==> config.mk <==
export PLATFORM = sky130hd
export DESIGN_NAME = ss_top
export DESIGN_NICKNAME = d
export VERILOG_FILES = /design/src/source/ss_bus_pkg.sv /design/src/source/ss_mem_pkg.sv /design/src/source/bus_memory.sv /design/src/source/ss_bus_capture.sv /design/src/source/ss_ram.sv /design/src/source/ss_readback.sv /design/src/source/ss_reg_bank.sv /design/src/source/ss_top.sv
export VERILOG_INCLUDE_DIRS = /design/src /design/src/source
export SDC_FILE = /design/constraint.sdc
export NUM_CORES = 2
export LEC_CHECK = 0
export ABC_AREA = 1
export BUFFER_PORTS_ARGS = -buffer_cell sky130_fd_sc_hd__buf_2
export CAP_MARGIN = 20
export CORE_MARGIN = 4
export CORE_UTILIZATION = 29
export CTS_CLUSTER_SIZE = 10
export DETAILED_ROUTE_END_ITERATION = 6
export MAX_ROUTING_LAYER = met4
export PLACE_DENSITY_LB_ADDON = 0.1
export SLEW_MARGIN = 0
export SYNTH_ARGS = -nofsm -noshare
export SYNTH_HDL_FRONTEND = slang
export SYNTH_SLANG_ARGS = --single-unit
==> constraint.sdc <==
create_clock -name clk -period 4.35 [get_ports clk]
set_clock_uncertainty 0.2 [all_clocks]
set_input_delay 0.6525 -clock clk [delete_from_list [all_inputs] [get_ports clk]]
set_output_delay 0.6525 -clock clk [all_outputs]
set_load 0.05 [all_outputs]
==> src/source/ss_cfg.svh <==
`ifndef SS_CFG_SVH
`define SS_CFG_SVH

// Host bus geometry
`define SS_BUS_WIDTH 8
`define SS_DATA_WIDTH 64

// Control register region, upper bound exclusive
`define REG_ADDR_MIN 8'h00
`define REG_ADDR_MAX 8'h04

// Nibble RAM region and its memory word width
`define NIB_ADDR_MIN 8'h10
`define NIB_ADDR_MAX 8'h18
`define NIB_WORD_WIDTH 4

// Halfword RAM region and its memory word width
`define HW_ADDR_MIN 8'h20
`define HW_ADDR_MAX 8'h24
`define HW_WORD_WIDTH 16

// Values loaded on reset and on a host restore
`define REG_DEFAULT_0 64'h0000_0000_0000_0001
`define REG_DEFAULT_1 64'h0123_4567_89AB_CDEF
`define REG_DEFAULT_2 64'hFFFF_0000_FFFF_0000
`define REG_DEFAULT_3 64'hDEAD_BEEF_CAFE_F00D

`endif

==> src/source/ss_bus_pkg.sv <==
`include "ss_cfg.svh"

// Types seen on the host side of the subsystem
package ss_bus_pkg;

  // One byte-wide bus address covering every region
  typedef logic [`SS_BUS_WIDTH-1:0] ss_addr_t;

  // One full bus word as moved by the host in a single access
  typedef logic [`SS_DATA_WIDTH-1:0] ss_data_t;

endpackage

==> src/source/ss_mem_pkg.sv <==
`include "ss_cfg.svh"

// Types seen on the memory side of the bridges
package ss_mem_pkg;

  // Bridge sequencing, idle until a new in-range address shows up
  typedef enum logic {
    BRIDGE_IDLE,
    BRIDGE_XFER
  } bridge_state_t;

  // Narrow word stored in the nibble RAM
  typedef logic [`NIB_WORD_WIDTH-1:0] nib_word_t;

  // Word stored in the halfword RAM
  typedef logic [`HW_WORD_WIDTH-1:0] hw_word_t;

endpackage

==> src/source/bus_memory.sv <==
`timescale 1ns/100ps
`include "ss_cfg.svh"

module bus_memory #(
  parameter int                   MEM_DATA_WIDTH = 4,
  parameter int                   MEM_ADDR_WIDTH = 7,
  parameter ss_bus_pkg::ss_addr_t ADDRESS_MIN    = 8'h10,
  parameter ss_bus_pkg::ss_addr_t ADDRESS_MAX    = 8'h18
) (
  input  logic                      clk,
  input  logic                      arst_n,
  input  ss_bus_pkg::ss_data_t      bus_in,
  input  ss_bus_pkg::ss_addr_t      bus_addr,
  input  logic                      bus_wren,
  output ss_bus_pkg::ss_data_t      bus_out,
  output logic [MEM_ADDR_WIDTH-1:0] mem_addr,
  input  logic [MEM_DATA_WIDTH-1:0] mem_current_data,
  output logic [MEM_DATA_WIDTH-1:0] mem_new_data,
  output logic                      mem_wren,
  output logic                      mem_active
);

  localparam int WORDS_PER_BUS = `SS_DATA_WIDTH / MEM_DATA_WIDTH;
  localparam int OFFSET_WIDTH  = $clog2(WORDS_PER_BUS);
  localparam int ENTRY_WIDTH   = MEM_ADDR_WIDTH - OFFSET_WIDTH;
  localparam logic [OFFSET_WIDTH-1:0] LAST_OFFSET = OFFSET_WIDTH'(WORDS_PER_BUS - 1);

  ss_mem_pkg::bridge_state_t state;
  ss_bus_pkg::ss_addr_t      rel_addr;
  ss_bus_pkg::ss_addr_t      last_addr;
  ss_bus_pkg::ss_data_t      buffer;
  logic [OFFSET_WIDTH-1:0]   word_offset;
  logic [MEM_DATA_WIDTH-1:0] top_word;
  logic                      is_writing;
  logic                      write_en;
  logic                      start;

  assign mem_active = (bus_addr >= ADDRESS_MIN) && (bus_addr < ADDRESS_MAX);
  assign rel_addr   = bus_addr - ADDRESS_MIN;

  // Entry bits select the bus word, offset bits select the narrow word inside it
  assign mem_addr = {rel_addr[ENTRY_WIDTH-1:0], word_offset};

  // A transfer starts only when the address in range differs from the last one served
  assign start = mem_active && (state == ss_mem_pkg::BRIDGE_IDLE) && (bus_addr != last_addr);

  // The lowest buffer word is always the one being written
  assign mem_new_data = buffer[MEM_DATA_WIDTH-1:0];

  // Gating with mem_active keeps a stale strobe off the RAM when the host moves away
  assign mem_wren = write_en & mem_active;

  // A write rotates its own words so the buffer ends up holding the written value
  // A read brings in the RAM word at the top
  assign top_word = is_writing ? buffer[MEM_DATA_WIDTH-1:0] : mem_current_data;

  assign bus_out = mem_active ? buffer : '0;

  always_ff @(posedge clk or negedge arst_n) begin
    if (!arst_n) begin
      state       <= ss_mem_pkg::BRIDGE_IDLE;
      word_offset <= '0;
      // ADDRESS_MAX lies outside the region, so it never matches a live address
      last_addr   <= ADDRESS_MAX;
      is_writing  <= 1'b0;
      write_en    <= 1'b0;
    end else if (!mem_active) begin
      // Leaving the region aborts any transfer and forgets the last address
      state       <= ss_mem_pkg::BRIDGE_IDLE;
      word_offset <= '0;
      last_addr   <= ADDRESS_MAX;
      write_en    <= 1'b0;
    end else begin
      case (state)
        ss_mem_pkg::BRIDGE_IDLE: begin
          if (start) begin
            state      <= ss_mem_pkg::BRIDGE_XFER;
            is_writing <= bus_wren;
            write_en   <= bus_wren;
            last_addr  <= bus_addr;
          end
        end
        ss_mem_pkg::BRIDGE_XFER: begin
          word_offset <= word_offset + 1'b1;
          // Both directions finish after the word at the last offset
          if (word_offset == LAST_OFFSET) begin
            state       <= ss_mem_pkg::BRIDGE_IDLE;
            write_en    <= 1'b0;
            word_offset <= '0;
          end
        end
        default: begin
          state <= ss_mem_pkg::BRIDGE_IDLE;
        end
      endcase
    end
  end

  // Shift buffer shared by reads and writes
  always_ff @(posedge clk) begin
    if (start && bus_wren) begin
      buffer <= bus_in;
    end else if (mem_active && (state == ss_mem_pkg::BRIDGE_XFER)) begin
      buffer <= {top_word, buffer[`SS_DATA_WIDTH-1:MEM_DATA_WIDTH]};
    end
  end

endmodule

==> src/source/ss_bus_capture.sv <==
`timescale 1ns/100ps

module ss_bus_capture (
  input  logic                 clk,
  input  logic                 arst_n,
  input  ss_bus_pkg::ss_addr_t host_addr,
  input  ss_bus_pkg::ss_data_t host_data,
  input  logic                 host_wren,
  input  logic                 host_reset,
  output ss_bus_pkg::ss_addr_t bus_addr,
  output ss_bus_pkg::ss_data_t bus_in,
  output logic                 bus_wren,
  output logic                 bus_reset
);

  // Previous host_reset level, used to find its rising edge
  logic host_reset_q;

  // Control levels from the host, one register stage into the clock domain
  always_ff @(posedge clk or negedge arst_n) begin
    if (!arst_n) begin
      bus_addr     <= '0;
      bus_wren     <= 1'b0;
      host_reset_q <= 1'b0;
      bus_reset    <= 1'b0;
    end else begin
      bus_addr     <= host_addr;
      bus_wren     <= host_wren;
      host_reset_q <= host_reset;
      // A held restore level still yields a single pulse
      bus_reset    <= host_reset & ~host_reset_q;
    end
  end

  // Write data lines up with the address capture
  always_ff @(posedge clk) begin
    bus_in <= host_data;
  end

endmodule

==> src/source/ss_ram.sv <==
`timescale 1ns/100ps

module ss_ram #(
  parameter int WORD_WIDTH = 4,
  parameter int ADDR_WIDTH = 7
) (
  input  logic                  clk,
  input  logic [ADDR_WIDTH-1:0] addr,
  input  logic [WORD_WIDTH-1:0] wr_data,
  input  logic                  wren,
  output logic [WORD_WIDTH-1:0] rd_data
);

  localparam int DEPTH = 2 ** ADDR_WIDTH;

  // Storage array, contents undefined until written
  logic [WORD_WIDTH-1:0] mem [DEPTH];

  always_ff @(posedge clk) begin
    if (wren) begin
      mem[addr] <= wr_data;
    end
  end

  // The bridge expects the word for addr within the same cycle
  assign rd_data = mem[addr];

endmodule

==> src/source/ss_readback.sv <==
`timescale 1ns/100ps

module ss_readback (
  input  logic                 clk,
  input  logic                 arst_n,
  input  ss_bus_pkg::ss_data_t reg_out,
  input  logic                 reg_active,
  input  ss_bus_pkg::ss_data_t nib_out,
  input  logic                 nib_active,
  input  ss_bus_pkg::ss_data_t hw_out,
  input  logic                 hw_active,
  output ss_bus_pkg::ss_data_t rd_data,
  output logic                 bus_err
);

  logic any_active;

  // Regions never overlap, so at most one of these is set
  assign any_active = reg_active | nib_active | hw_active;

  always_ff @(posedge clk or negedge arst_n) begin
    if (!arst_n) begin
      rd_data <= '0;
      bus_err <= 1'b0;
    end else begin
      // Each region drives zero while unselected, so an OR acts as the mux
      rd_data <= reg_out | nib_out | hw_out;
      // Nothing claimed the address
      bus_err <= ~any_active;
    end
  end

endmodule

==> src/source/ss_reg_bank.sv <==
`timescale 1ns/100ps
`include "ss_cfg.svh"

module ss_reg_bank (
  input  logic                 clk,
  input  logic                 arst_n,
  input  ss_bus_pkg::ss_addr_t bus_addr,
  input  ss_bus_pkg::ss_data_t bus_in,
  input  logic                 bus_wren,
  input  logic                 bus_reset,
  output ss_bus_pkg::ss_data_t bus_out,
  output logic                 reg_active
);

  localparam int REG_COUNT = `REG_ADDR_MAX - `REG_ADDR_MIN;
  localparam int SEL_WIDTH = $clog2(REG_COUNT);

  // Default value of each register, indexed like the bank itself
  localparam ss_bus_pkg::ss_data_t REG_DEFAULTS [REG_COUNT] = '{
    `REG_DEFAULT_0,
    `REG_DEFAULT_1,
    `REG_DEFAULT_2,
    `REG_DEFAULT_3
  };

  ss_bus_pkg::ss_data_t regs [REG_COUNT];
  ss_bus_pkg::ss_addr_t rel_addr;
  logic [SEL_WIDTH-1:0] sel;

  assign reg_active = (bus_addr >= `REG_ADDR_MIN) && (bus_addr < `REG_ADDR_MAX);

  // Region-relative index, only meaningful while the region is selected
  assign rel_addr = bus_addr - `REG_ADDR_MIN;
  assign sel      = rel_addr[SEL_WIDTH-1:0];

  always_ff @(posedge clk or negedge arst_n) begin
    if (!arst_n) begin
      for (int i = 0; i < REG_COUNT; i++) begin
        regs[i] <= REG_DEFAULTS[i];
      end
    end else if (reg_active) begin
      // A restore wins over a write seen in the same cycle
      if (bus_reset) begin
        regs[sel] <= REG_DEFAULTS[sel];
      end else if (bus_wren) begin
        regs[sel] <= bus_in;
      end
    end
  end

  // Quiet outside the region so the readback can OR all regions together
  assign bus_out = reg_active ? regs[sel] : '0;

endmodule

==> src/source/ss_top.sv <==
`timescale 1ns/100ps
`include "ss_cfg.svh"

module ss_top (
  input  logic                 clk,
  input  logic                 arst_n,
  input  ss_bus_pkg::ss_addr_t host_addr,
  input  ss_bus_pkg::ss_data_t host_data,
  input  logic                 host_wren,
  input  logic                 host_reset,
  output ss_bus_pkg::ss_data_t rd_data,
  output logic                 bus_err
);

  // Entry bits come from the region size, offset bits from words per bus word
  localparam int NIB_MEM_AW = $clog2(`NIB_ADDR_MAX - `NIB_ADDR_MIN)
                            + $clog2(`SS_DATA_WIDTH / `NIB_WORD_WIDTH);
  localparam int HW_MEM_AW  = $clog2(`HW_ADDR_MAX - `HW_ADDR_MIN)
                            + $clog2(`SS_DATA_WIDTH / `HW_WORD_WIDTH);

  ss_bus_pkg::ss_addr_t bus_addr;
  ss_bus_pkg::ss_data_t bus_in;
  logic                 bus_wren;
  logic                 bus_reset;

  ss_bus_pkg::ss_data_t reg_out;
  logic                 reg_active;

  ss_bus_pkg::ss_data_t  nib_out;
  logic                  nib_active;
  logic [NIB_MEM_AW-1:0] nib_mem_addr;
  ss_mem_pkg::nib_word_t nib_wr_data;
  ss_mem_pkg::nib_word_t nib_rd_data;
  logic                  nib_mem_wren;

  ss_bus_pkg::ss_data_t hw_out;
  logic                 hw_active;
  logic [HW_MEM_AW-1:0] hw_mem_addr;
  ss_mem_pkg::hw_word_t hw_wr_data;
  ss_mem_pkg::hw_word_t hw_rd_data;
  logic                 hw_mem_wren;

  ss_bus_capture u_capture (
    .clk        (clk),
    .arst_n     (arst_n),
    .host_addr  (host_addr),
    .host_data  (host_data),
    .host_wren  (host_wren),
    .host_reset (host_reset),
    .bus_addr   (bus_addr),
    .bus_in     (bus_in),
    .bus_wren   (bus_wren),
    .bus_reset  (bus_reset)
  );

  ss_reg_bank u_reg_bank (
    .clk        (clk),
    .arst_n     (arst_n),
    .bus_addr   (bus_addr),
    .bus_in     (bus_in),
    .bus_wren   (bus_wren),
    .bus_reset  (bus_reset),
    .bus_out    (reg_out),
    .reg_active (reg_active)
  );

  // Nibble RAM takes sixteen memory words per bus word
  bus_memory #(
    .MEM_DATA_WIDTH (`NIB_WORD_WIDTH),
    .MEM_ADDR_WIDTH (NIB_MEM_AW),
    .ADDRESS_MIN    (`NIB_ADDR_MIN),
    .ADDRESS_MAX    (`NIB_ADDR_MAX)
  ) u_nib_bridge (
    .clk              (clk),
    .arst_n           (arst_n),
    .bus_in           (bus_in),
    .bus_addr         (bus_addr),
    .bus_wren         (bus_wren),
    .bus_out          (nib_out),
    .mem_addr         (nib_mem_addr),
    .mem_current_data (nib_rd_data),
    .mem_new_data     (nib_wr_data),
    .mem_wren         (nib_mem_wren),
    .mem_active       (nib_active)
  );

  ss_ram #(
    .WORD_WIDTH (`NIB_WORD_WIDTH),
    .ADDR_WIDTH (NIB_MEM_AW)
  ) u_nib_ram (
    .clk     (clk),
    .addr    (nib_mem_addr),
    .wr_data (nib_wr_data),
    .wren    (nib_mem_wren),
    .rd_data (nib_rd_data)
  );

  // Halfword RAM takes four memory words per bus word
  bus_memory #(
    .MEM_DATA_WIDTH (`HW_WORD_WIDTH),
    .MEM_ADDR_WIDTH (HW_MEM_AW),
    .ADDRESS_MIN    (`HW_ADDR_MIN),
    .ADDRESS_MAX    (`HW_ADDR_MAX)
  ) u_hw_bridge (
    .clk              (clk),
    .arst_n           (arst_n),
    .bus_in           (bus_in),
    .bus_addr         (bus_addr),
    .bus_wren         (bus_wren),
    .bus_out          (hw_out),
    .mem_addr         (hw_mem_addr),
    .mem_current_data (hw_rd_data),
    .mem_new_data     (hw_wr_data),
    .mem_wren         (hw_mem_wren),
    .mem_active       (hw_active)
  );

  ss_ram #(
    .WORD_WIDTH (`HW_WORD_WIDTH),
    .ADDR_WIDTH (HW_MEM_AW)
  ) u_hw_ram (
    .clk     (clk),
    .addr    (hw_mem_addr),
    .wr_data (hw_wr_data),
    .wren    (hw_mem_wren),
    .rd_data (hw_rd_data)
  );

  ss_readback u_readback (
    .clk        (clk),
    .arst_n     (arst_n),
    .reg_out    (reg_out),
    .reg_active (reg_active),
    .nib_out    (nib_out),
    .nib_active (nib_active),
    .hw_out     (hw_out),
    .hw_active  (hw_active),
    .rd_data    (rd_data),
    .bus_err    (bus_err)
  );

endmodule

# After elaboration in Yosys (flattened, before gate mapping)
# Memories as Yosys holds them, arrays and structs flattened.
# Cells that the tools add are included.
[totals]
regBits = 552
latchBits = 0
ramBits = 768
romBits = 0
in_bits = 76
word_cells = 138
memories = 2
[mem_list]
columns = ["name", "depth", "width", "rd", "rd_ports_with_merged_regs", "write_ports", "line", "source"]
rows = [
  ["u_nib_ram.mem", 128, 4, 1, 0, 1, "ss_ram.sv:17", "logic [WORD_WIDTH-1:0] mem [DEPTH];"],
  ["u_hw_ram.mem", 16, 16, 1, 0, 1, "ss_ram.sv:17", ""],
]
[op_classes]
n_addsub = 4
mul = 0
n_div = 0
order_cmp = 8
eq_ne = 14
n_shift = 0
mux = 53
bitwise = 12
reduce_logical = 22
[op_table]
columns = ["operator", "count"]
rows = [
  ["$mux W64", 12],
  ["$bwmux W256", 2],
  ["$mux W256", 2],
  ["$bmux W64 S2", 2],
  ["$demux W64 S2", 1],
  ["$or A64 B64 Y64", 2],
  ["$mux W8", 6],
  ["$mux W1", 16],
  ["$mux W16", 1],
  ["$mux W4", 4],
  ["$ne A8 B8 Y1", 2],
  ["$logic_and A1 B1 Y1", 12],
  ["$ne A2 B2 Y1 const B", 6],
  ["$ne A3 B3 Y1 const B", 4],
  ["$reduce_and A2 Y1", 5],
  ["$ge A8 B1 Y1 const B", 1],
  ["$ge A8 B5 Y1 const B", 1],
  ["$ge A8 B6 Y1 const B", 1],
  ["$lt A8 B3 Y1 const B", 1],
  ["$lt A8 B5 Y1 const B", 1],
  ["$lt A8 B6 Y1 const B", 1],
  ["$pmux W1 S2", 4],
  ["$mux W2", 3],
  ["$reduce_and A3 Y1", 2],
  ["other kinds (13)", 21],
]

# Logic depth before layout (Yosys ltp)
[logic_depth]
ltp_word = 8
mapped_depth = 18
depth_no_buf = 14

# Modules after synthesis
# Synthesis repeated with hierarchy kept, for this count alone.
[unflattened]
hier_cells = 6915
hier_area_um2 = 61346.3
[by_module_without_submodules]
columns = ["module", "instances", "cells_per_inst", "area_each_um2", "seq_area_each_um2"]
rows = [
  ["ss_ram at u_nib_ram", 1, 2290, 22268.9, 15374.7],
  ["ss_reg_bank", 1, 2135, 15559.9, 6540.0],
  ["ss_ram at u_hw_ram", 1, 1054, 10831.6, 7687.4],
  ["bus_memory at u_hw_bridge", 1, 563, 4431.8, 2249.7],
  ["bus_memory at u_nib_bridge", 1, 535, 4322.9, 2299.7],
  ["ss_readback", 1, 261, 2364.8, 1626.6],
  ["ss_bus_capture", 1, 77, 1566.5, 1556.5],
]

# Worst setup path after synthesis
# Ideal clock, no wire load.
[synth_timing]
path_kind = "register to register"
startpoint = "register u_capture.bus_addr[6]"
endpoint = "register u_hw_bridge.buffer[0], enable pin"
setup_time_ps = 424
arrival_ps = 2889
t_required_ps = 3726
path_slack_ps = 837
path_stages_with_launch = 12
path_buffers = 2
period_less_slack_ps = 3513
cell_sequence = "dfrtp_1 > nor2_2 > nand4_2 > nor2_4 > inv_2 > nor2_4 > nand2_2 > inv_2 > nand2_2 > buf_6 > buf_2 > nand2_1"
[synth_via]
elab_chain_cells = 6
[synth_lines]
columns = ["element", "line", "source"]
rows = [
  ["start, declared", "ss_bus_capture.sv:10", "output ss_bus_pkg::ss_addr_t bus_addr,"],
  ["start signal, assigned", "ss_bus_capture.sv:27", "bus_addr <= host_addr;"],
  ["$ge A8 B6 Y1 or $lt A8 B6 Y1 (tied branches)", "bus_memory.sv:38", "assign mem_active = (bus_addr >= ADDRESS_MIN) && (bus_addr < ADDRESS_MAX);"],
  ["$logic_and A1 B1 Y1", "bus_memory.sv:38", ""],
  ["$logic_and A1 B1 Y1 (2 in a row)", "bus_memory.sv:45", "assign start = mem_active && (state == ss_mem_pkg::BRIDGE_IDLE) && (bus_addr != last_addr);"],
  ["$logic_and A1 B1 Y1", "bus_memory.sv:101", "if (start && bus_wren) begin"],
  ["$reduce_bool A2 Y1 (no line) (*)", "-", ""],
  ["end signal, assigned", "bus_memory.sv:102", "buffer <= bus_in;"],
  ["end signal, assigned", "bus_memory.sv:104", "buffer <= {top_word, buffer[`SS_DATA_WIDTH-1:MEM_DATA_WIDTH]};"],
  ["end, declared", "bus_memory.sv:31", "ss_bus_pkg::ss_data_t buffer;"],
]
# Mark *: on every way between the ends. The rest lies on a longest branch, timed or not.
# A chain may end at the register's enable or synchronous reset.

# Worst setup path in the final report
[layout_timing]
startpoint = "register u_nib_bridge.word_offset[0]"
endpoint = "register u_nib_bridge.buffer[62] (data pin)"
[layout_via]
elab_chain_cells = 4
[layout_lines]
columns = ["element", "line", "source"]
rows = [
  ["start, declared", "bus_memory.sv:32", "logic [OFFSET_WIDTH-1:0] word_offset;"],
  ["start signal, assigned", "bus_memory.sv:84", "word_offset <= word_offset + 1'b1;"],
  ["$mem_v2 Z128 W4", "-", ""],
  ["$mux W4", "bus_memory.sv:55", "assign top_word = is_writing ? buffer[MEM_DATA_WIDTH-1:0] : mem_current_data;"],
  ["$mux W64", "bus_memory.sv:103", "end else if (mem_active && (state == ss_mem_pkg::BRIDGE_XFER)) begin"],
  ["$mux W64", "bus_memory.sv:101", ""],
  ["end signal, assigned", "bus_memory.sv:102", ""],
  ["end signal, assigned", "bus_memory.sv:104", ""],
  ["end, declared", "bus_memory.sv:31", ""],
]
# Every way passes these cells. The select of a mux whose other input is x is not followed.

==> results.md <==
- Across the whole layout, storage elements account for 37400 µm².
- Once detail routing completed, the nets flagged for antenna violations numbered 0.
- After the first detailed-routing iteration, the DRC count stood at 2971.
- Setup repair after global routing left no endpoint under its margin.
- The area growth from synthesis to layout is 16.9%.
- Entering global routing, the biggest net connects 170 pins.
- The ratio of final minimum period to clock period is ~75%.
- Global routing consumed, over all layers together, between 10% and 20% of the routing resources.
- The leakage power figure is ~25 nW.
- The number of clock sinks is 1320.
- Counting every net in the synthesized netlist gives between 5000 and 6000.
- Prior to clock tree synthesis, the placed netlist has a worst setup slack of roughly 1100 ps.
- After detailed placement, the total cell area comes to slightly below 60000 µm².
- The final hold violation count is 0.
- For this run, design rule violations remaining after detail routing come to 0.
- Leaving out fill and tap cells, the most frequent cells in the layout are 990 x sky130_fd_sc_hd__nand2_1, 896 x sky130_fd_sc_hd__edfxtp_1, 632 x sky130_fd_sc_hd__nor2_1.
- The setup violation total in the final timing report is 0.
- The post-synthesis cell type count is 37.
- During synthesis, Yosys emitted a total of 0 warnings.
- For this run, the number of standard cells in the final layout without fillers is 8043.
- The instance count after placement with tap cells included is about 7700.
- The minimum clock period is between 3000 and 4000 ps.
- The number of enable flip-flop cells after synthesis is around 900.
- The worst setup path is of the register to register kind.
- The die height is ~440 µm.
- Traced cell by cell, the critical path runs through inv_4, buf_12, o211ai_1, nand2_1, o21ai_1, nand2_1, nor2_1, nor2_1, nor2_1, nand2_1, nand2_1, nand2_1.
- The die covers roughly 200000 µm².
- The number of slew-limit violations in the final report came to 0.
- Counting flops and latches in the post-synthesis netlist gives 1320.
- For this configuration, the core starts out at a cell density of just under 30%.
- For this run, the share of the core covered by cells in the final layout is 34.2%.
- The placed wire-length estimate after detailed placement is around 110 mm.
- The I/O pin total is roughly 140.
- The fraction of the yosys area taken by sequential cells is between 60% and 70%.
- The total number of vias is roughly 38000.
- For this design, the slowest cell found on the critical path is sky130_fd_sc_hd__dfrtp_4.
- The class of the most critical hold timing path is register to register.
- The library cell used most frequently in the layout, excluding fill and tap cells, is sky130_fd_sc_hd__nand2_1.
- The per-cell routed wire length is 22.9 µm.
- The run finished with clean final reports.
- The worst-skew pair later-pin latency is ~800 ps.
- The clock tree synthesis step divided the H-tree into 4 levels.
- The pre-antenna-repair detailed-routing pass consisted of 6 iterations.
- The worst setup path is captured at a register.
- Buffers inserted during clock tree synthesis total 160.
- The tree is rooted in a sky130_fd_sc_hd__clkbuf_16.
- The highest clock rate is slightly above 0.3 GHz.
- The post-synthesis cell count is between 5000 and 6000.
- STA puts the critical path data arrival time at 3590 ps.
- The area fraction of the dominant cell type after synthesis is approximately half.
- The largest stage delay on the critical path is between 700 and 800 ps.
- The largest driver fanout on the critical path is 55.
- The number of hold buffers added after CTS was 75.
- The fraction of registers with async set or reset after synthesis is between 20 and 30%.
- The headroom to the max-slew limit is 26.4%.
- Dividing the detail-routed via count by the number of cells gives 4.78.
- The mean cell area of the mapped netlist is 10.5 µm².
- Max-cap violations in this run came to 0.
- The number of antenna violations at the first check in global routing is 6.
- The peak supply drop is 0.316 mV.
- The area of the mapped netlist is between 50000 and 60000 µm².
- The initialized floorplan defines 159 standard-cell rows.
- Post-CTS repair changed the size of 0 cells.
- After floorplanning, the core was sized to cover ~190000 µm².
- In this run the horizontal extent of the chip is around 440 µm.
- The post-layout net count is around 5500.
- For this run, the leading register cell type out of synthesis is sky130_fd_sc_hd__edfxtp_1.
- The startpoint type of the worst setup path is a register.
- Once layout is done, the placed cells without fillers occupy 64500 µm².
- The number of global-route vias before repair came to ~38000.
- The footprint of the multi-input gates is approximately 14000 µm².
- After clock tree synthesis, the clock-pin slew on the worst setup and hold paths is about 60 ps.
- Buffers placed on the I/O ports in this run total 140.
- Dividing total power by cell area gives a power density of 424 nW/µm².
- The weighted congestion reported at the end of routability-driven placement is ~0.78.
- The longest clock path from root to sink contains 3 buffers.
- The final-layout setup total negative slack is 0 ps.
- The CTS tree is yes.
- The final critical-path setup slack is 1090 ps.
- After detailed routing, the total wire length is roughly 180 mm.
- The global-route wire length before repair is between 200 and 300 mm.
- After clock tree synthesis, the setup repair step added 0 buffers.
- The fraction of layout cells with a size suffix above 1 is 12.4%.
- The biggest area contributor in the post-synthesis netlist is sky130_fd_sc_hd__edfxtp_1.
- The transition time at the pin with the least slew margin is 1100 ps.
- By area the synthesized netlist is led by sky130_fd_sc_hd__edfxtp_1 49%, sky130_fd_sc_hd__dfrtp_1 11%, sky130_fd_sc_hd__nand2_1 6.8%.
- The cell type with the highest occurrence count on the critical path is sky130_fd_sc_hd__nand2_1.
- The global-route congestion overflow total is 0.
- The endpoint required time on the critical path is around 4700 ps.
- The filler cells instantiated in the layout total approximately 19000.
[routing by layer]
layer / global-route usage [%] / vias up / routed length, µm
met5: - / - / 0
met4: 4.88 / 0 / 4400
met1: 26.1 / 19200 / 86600
met2: 29.4 / 878 / 84900
li1: - / 18200 / -
met3: 2.72 / 259 / 7890
[worst max-delay path: cells and delay by family, from the launching register on]
family	cells	cell delay, ps
compound gates	2	420
buf+inv	2	650
flops	1	730
simple gates	8	910
[flip-flops by register name, indices dropped and copies added, names as in the netlist]
signal	cells
u_capture.bus_addr	8
u_capture.bus_in	64
u_capture.bus_reset	1
u_capture.bus_wren	1
u_capture.host_reset_q	1
u_hw_bridge.buffer	64
u_hw_bridge.is_writing	1
u_hw_bridge.last_addr	8
u_hw_bridge.state	1
u_hw_bridge.word_offset	2
u_hw_bridge.write_en	1
u_hw_ram.mem	256
u_nib_bridge.buffer	64
u_nib_bridge.is_writing	1
u_nib_bridge.last_addr	8
u_nib_bridge.state	1
u_nib_bridge.word_offset	4
u_nib_bridge.write_en	1
u_nib_ram.mem	512
u_readback.bus_err	1
u_readback.rd_data	64
u_reg_bank.regs	256
[stage by stage]
stage / power [mW] / hold slack (ps)
2_1_floorplan: 14.5 / 157
3_3_place_gp: 15.0 / 187
3_5_place_dp: 15.0 / 189
4_1_cts: 27.8 / 197
5_1_grt: 28.4 / 200
6_report: 27.4 / 197
[where the power goes]
part | total, mW | internal [mW] | switching, mW | leakage [nW]
logic | 0.999 | 0.329 | 0.669 | 9.24
registers | 13.8 | 13.6 | 0.195 | 13.1
clock network | 12.5 | 7.25 | 5.30 | 2.33
total | 27.4 | 21.2 | 6.16 | 24.7
[final timing paths]
path                                        startpoint                 endpoint  slack (ps)  cells after the start
max reg2reg                u_nib_bridge.word_offset[0]  u_nib_bridge.buffer[62]        1090                     12
min reg2reg                     u_capture.host_reset_q      u_capture.bus_reset         200                      1
max in group asynchronous                       arst_n     u_reg_bank.regs[114]        2470                      3
max                        u_nib_bridge.word_offset[0]  u_nib_bridge.buffer[62]        1090                     12
min in group asynchronous                       arst_n     u_reg_bank.regs[211]         330                      2
min                             u_capture.host_reset_q      u_capture.bus_reset         200                      1
[final cells by class]
type	instances	share of cell area, %
clock buffer	261	7.18
timing repair buffer	340	4.22
antenna	4	0.0155
tap	2495	4.84
sequential	1320	57.9
clock inverter	21	0.322
multi-input combinational	3078	22.5
inverter	524	3.06
[synthesized netlist by cell type, types with 6 or more instances]
cell                       number
sky130_fd_sc_hd__nand2_1      994
sky130_fd_sc_hd__edfxtp_1     896
sky130_fd_sc_hd__nor2_1       652
sky130_fd_sc_hd__inv_1        508
sky130_fd_sc_hd__o21ai_0      478
sky130_fd_sc_hd__nand3_1      279
sky130_fd_sc_hd__dfrtp_1      249
sky130_fd_sc_hd__o211ai_1     200
sky130_fd_sc_hd__clkbuf_1     151
sky130_fd_sc_hd__a21oi_1      130
sky130_fd_sc_hd__dfstp_2      111
sky130_fd_sc_hd__buf_2        110
sky130_fd_sc_hd__o21ai_1       89
sky130_fd_sc_hd__a31oi_1       72
sky130_fd_sc_hd__dfxtp_1       64
sky130_fd_sc_hd__or2_2         55
sky130_fd_sc_hd__o22ai_1       35
sky130_fd_sc_hd__buf_1         24
sky130_fd_sc_hd__a41oi_1       20
sky130_fd_sc_hd__o221ai_1      18
sky130_fd_sc_hd__buf_6         16
sky130_fd_sc_hd__buf_4         15
sky130_fd_sc_hd__inv_2         14
sky130_fd_sc_hd__ha_1           9
sky130_fd_sc_hd__or2_0          8
sky130_fd_sc_hd__xor2_1         8
sky130_fd_sc_hd__or2_1          6
[cell families (layout without fill, tap and decap cells)]
group / after synthesis / count (layout) / share of synthesized area (%)
XOR/XNOR: 8 / 8 / 0.127
other: 0 / 4 / 0
buffers and inverters: 840 / 1146 / 6.28
adder cells (fa/ha/maj): 9 / 9 / 0.204
flip-flops: 1320 / 1320 / 67.7
AO/OA/AOI/OAI: 1045 / 1045 / 10.9
AND/OR/NAND/NOR: 2016 / 2016 / 14.8
Note: power is estimated with default switching activity, not from simulation.
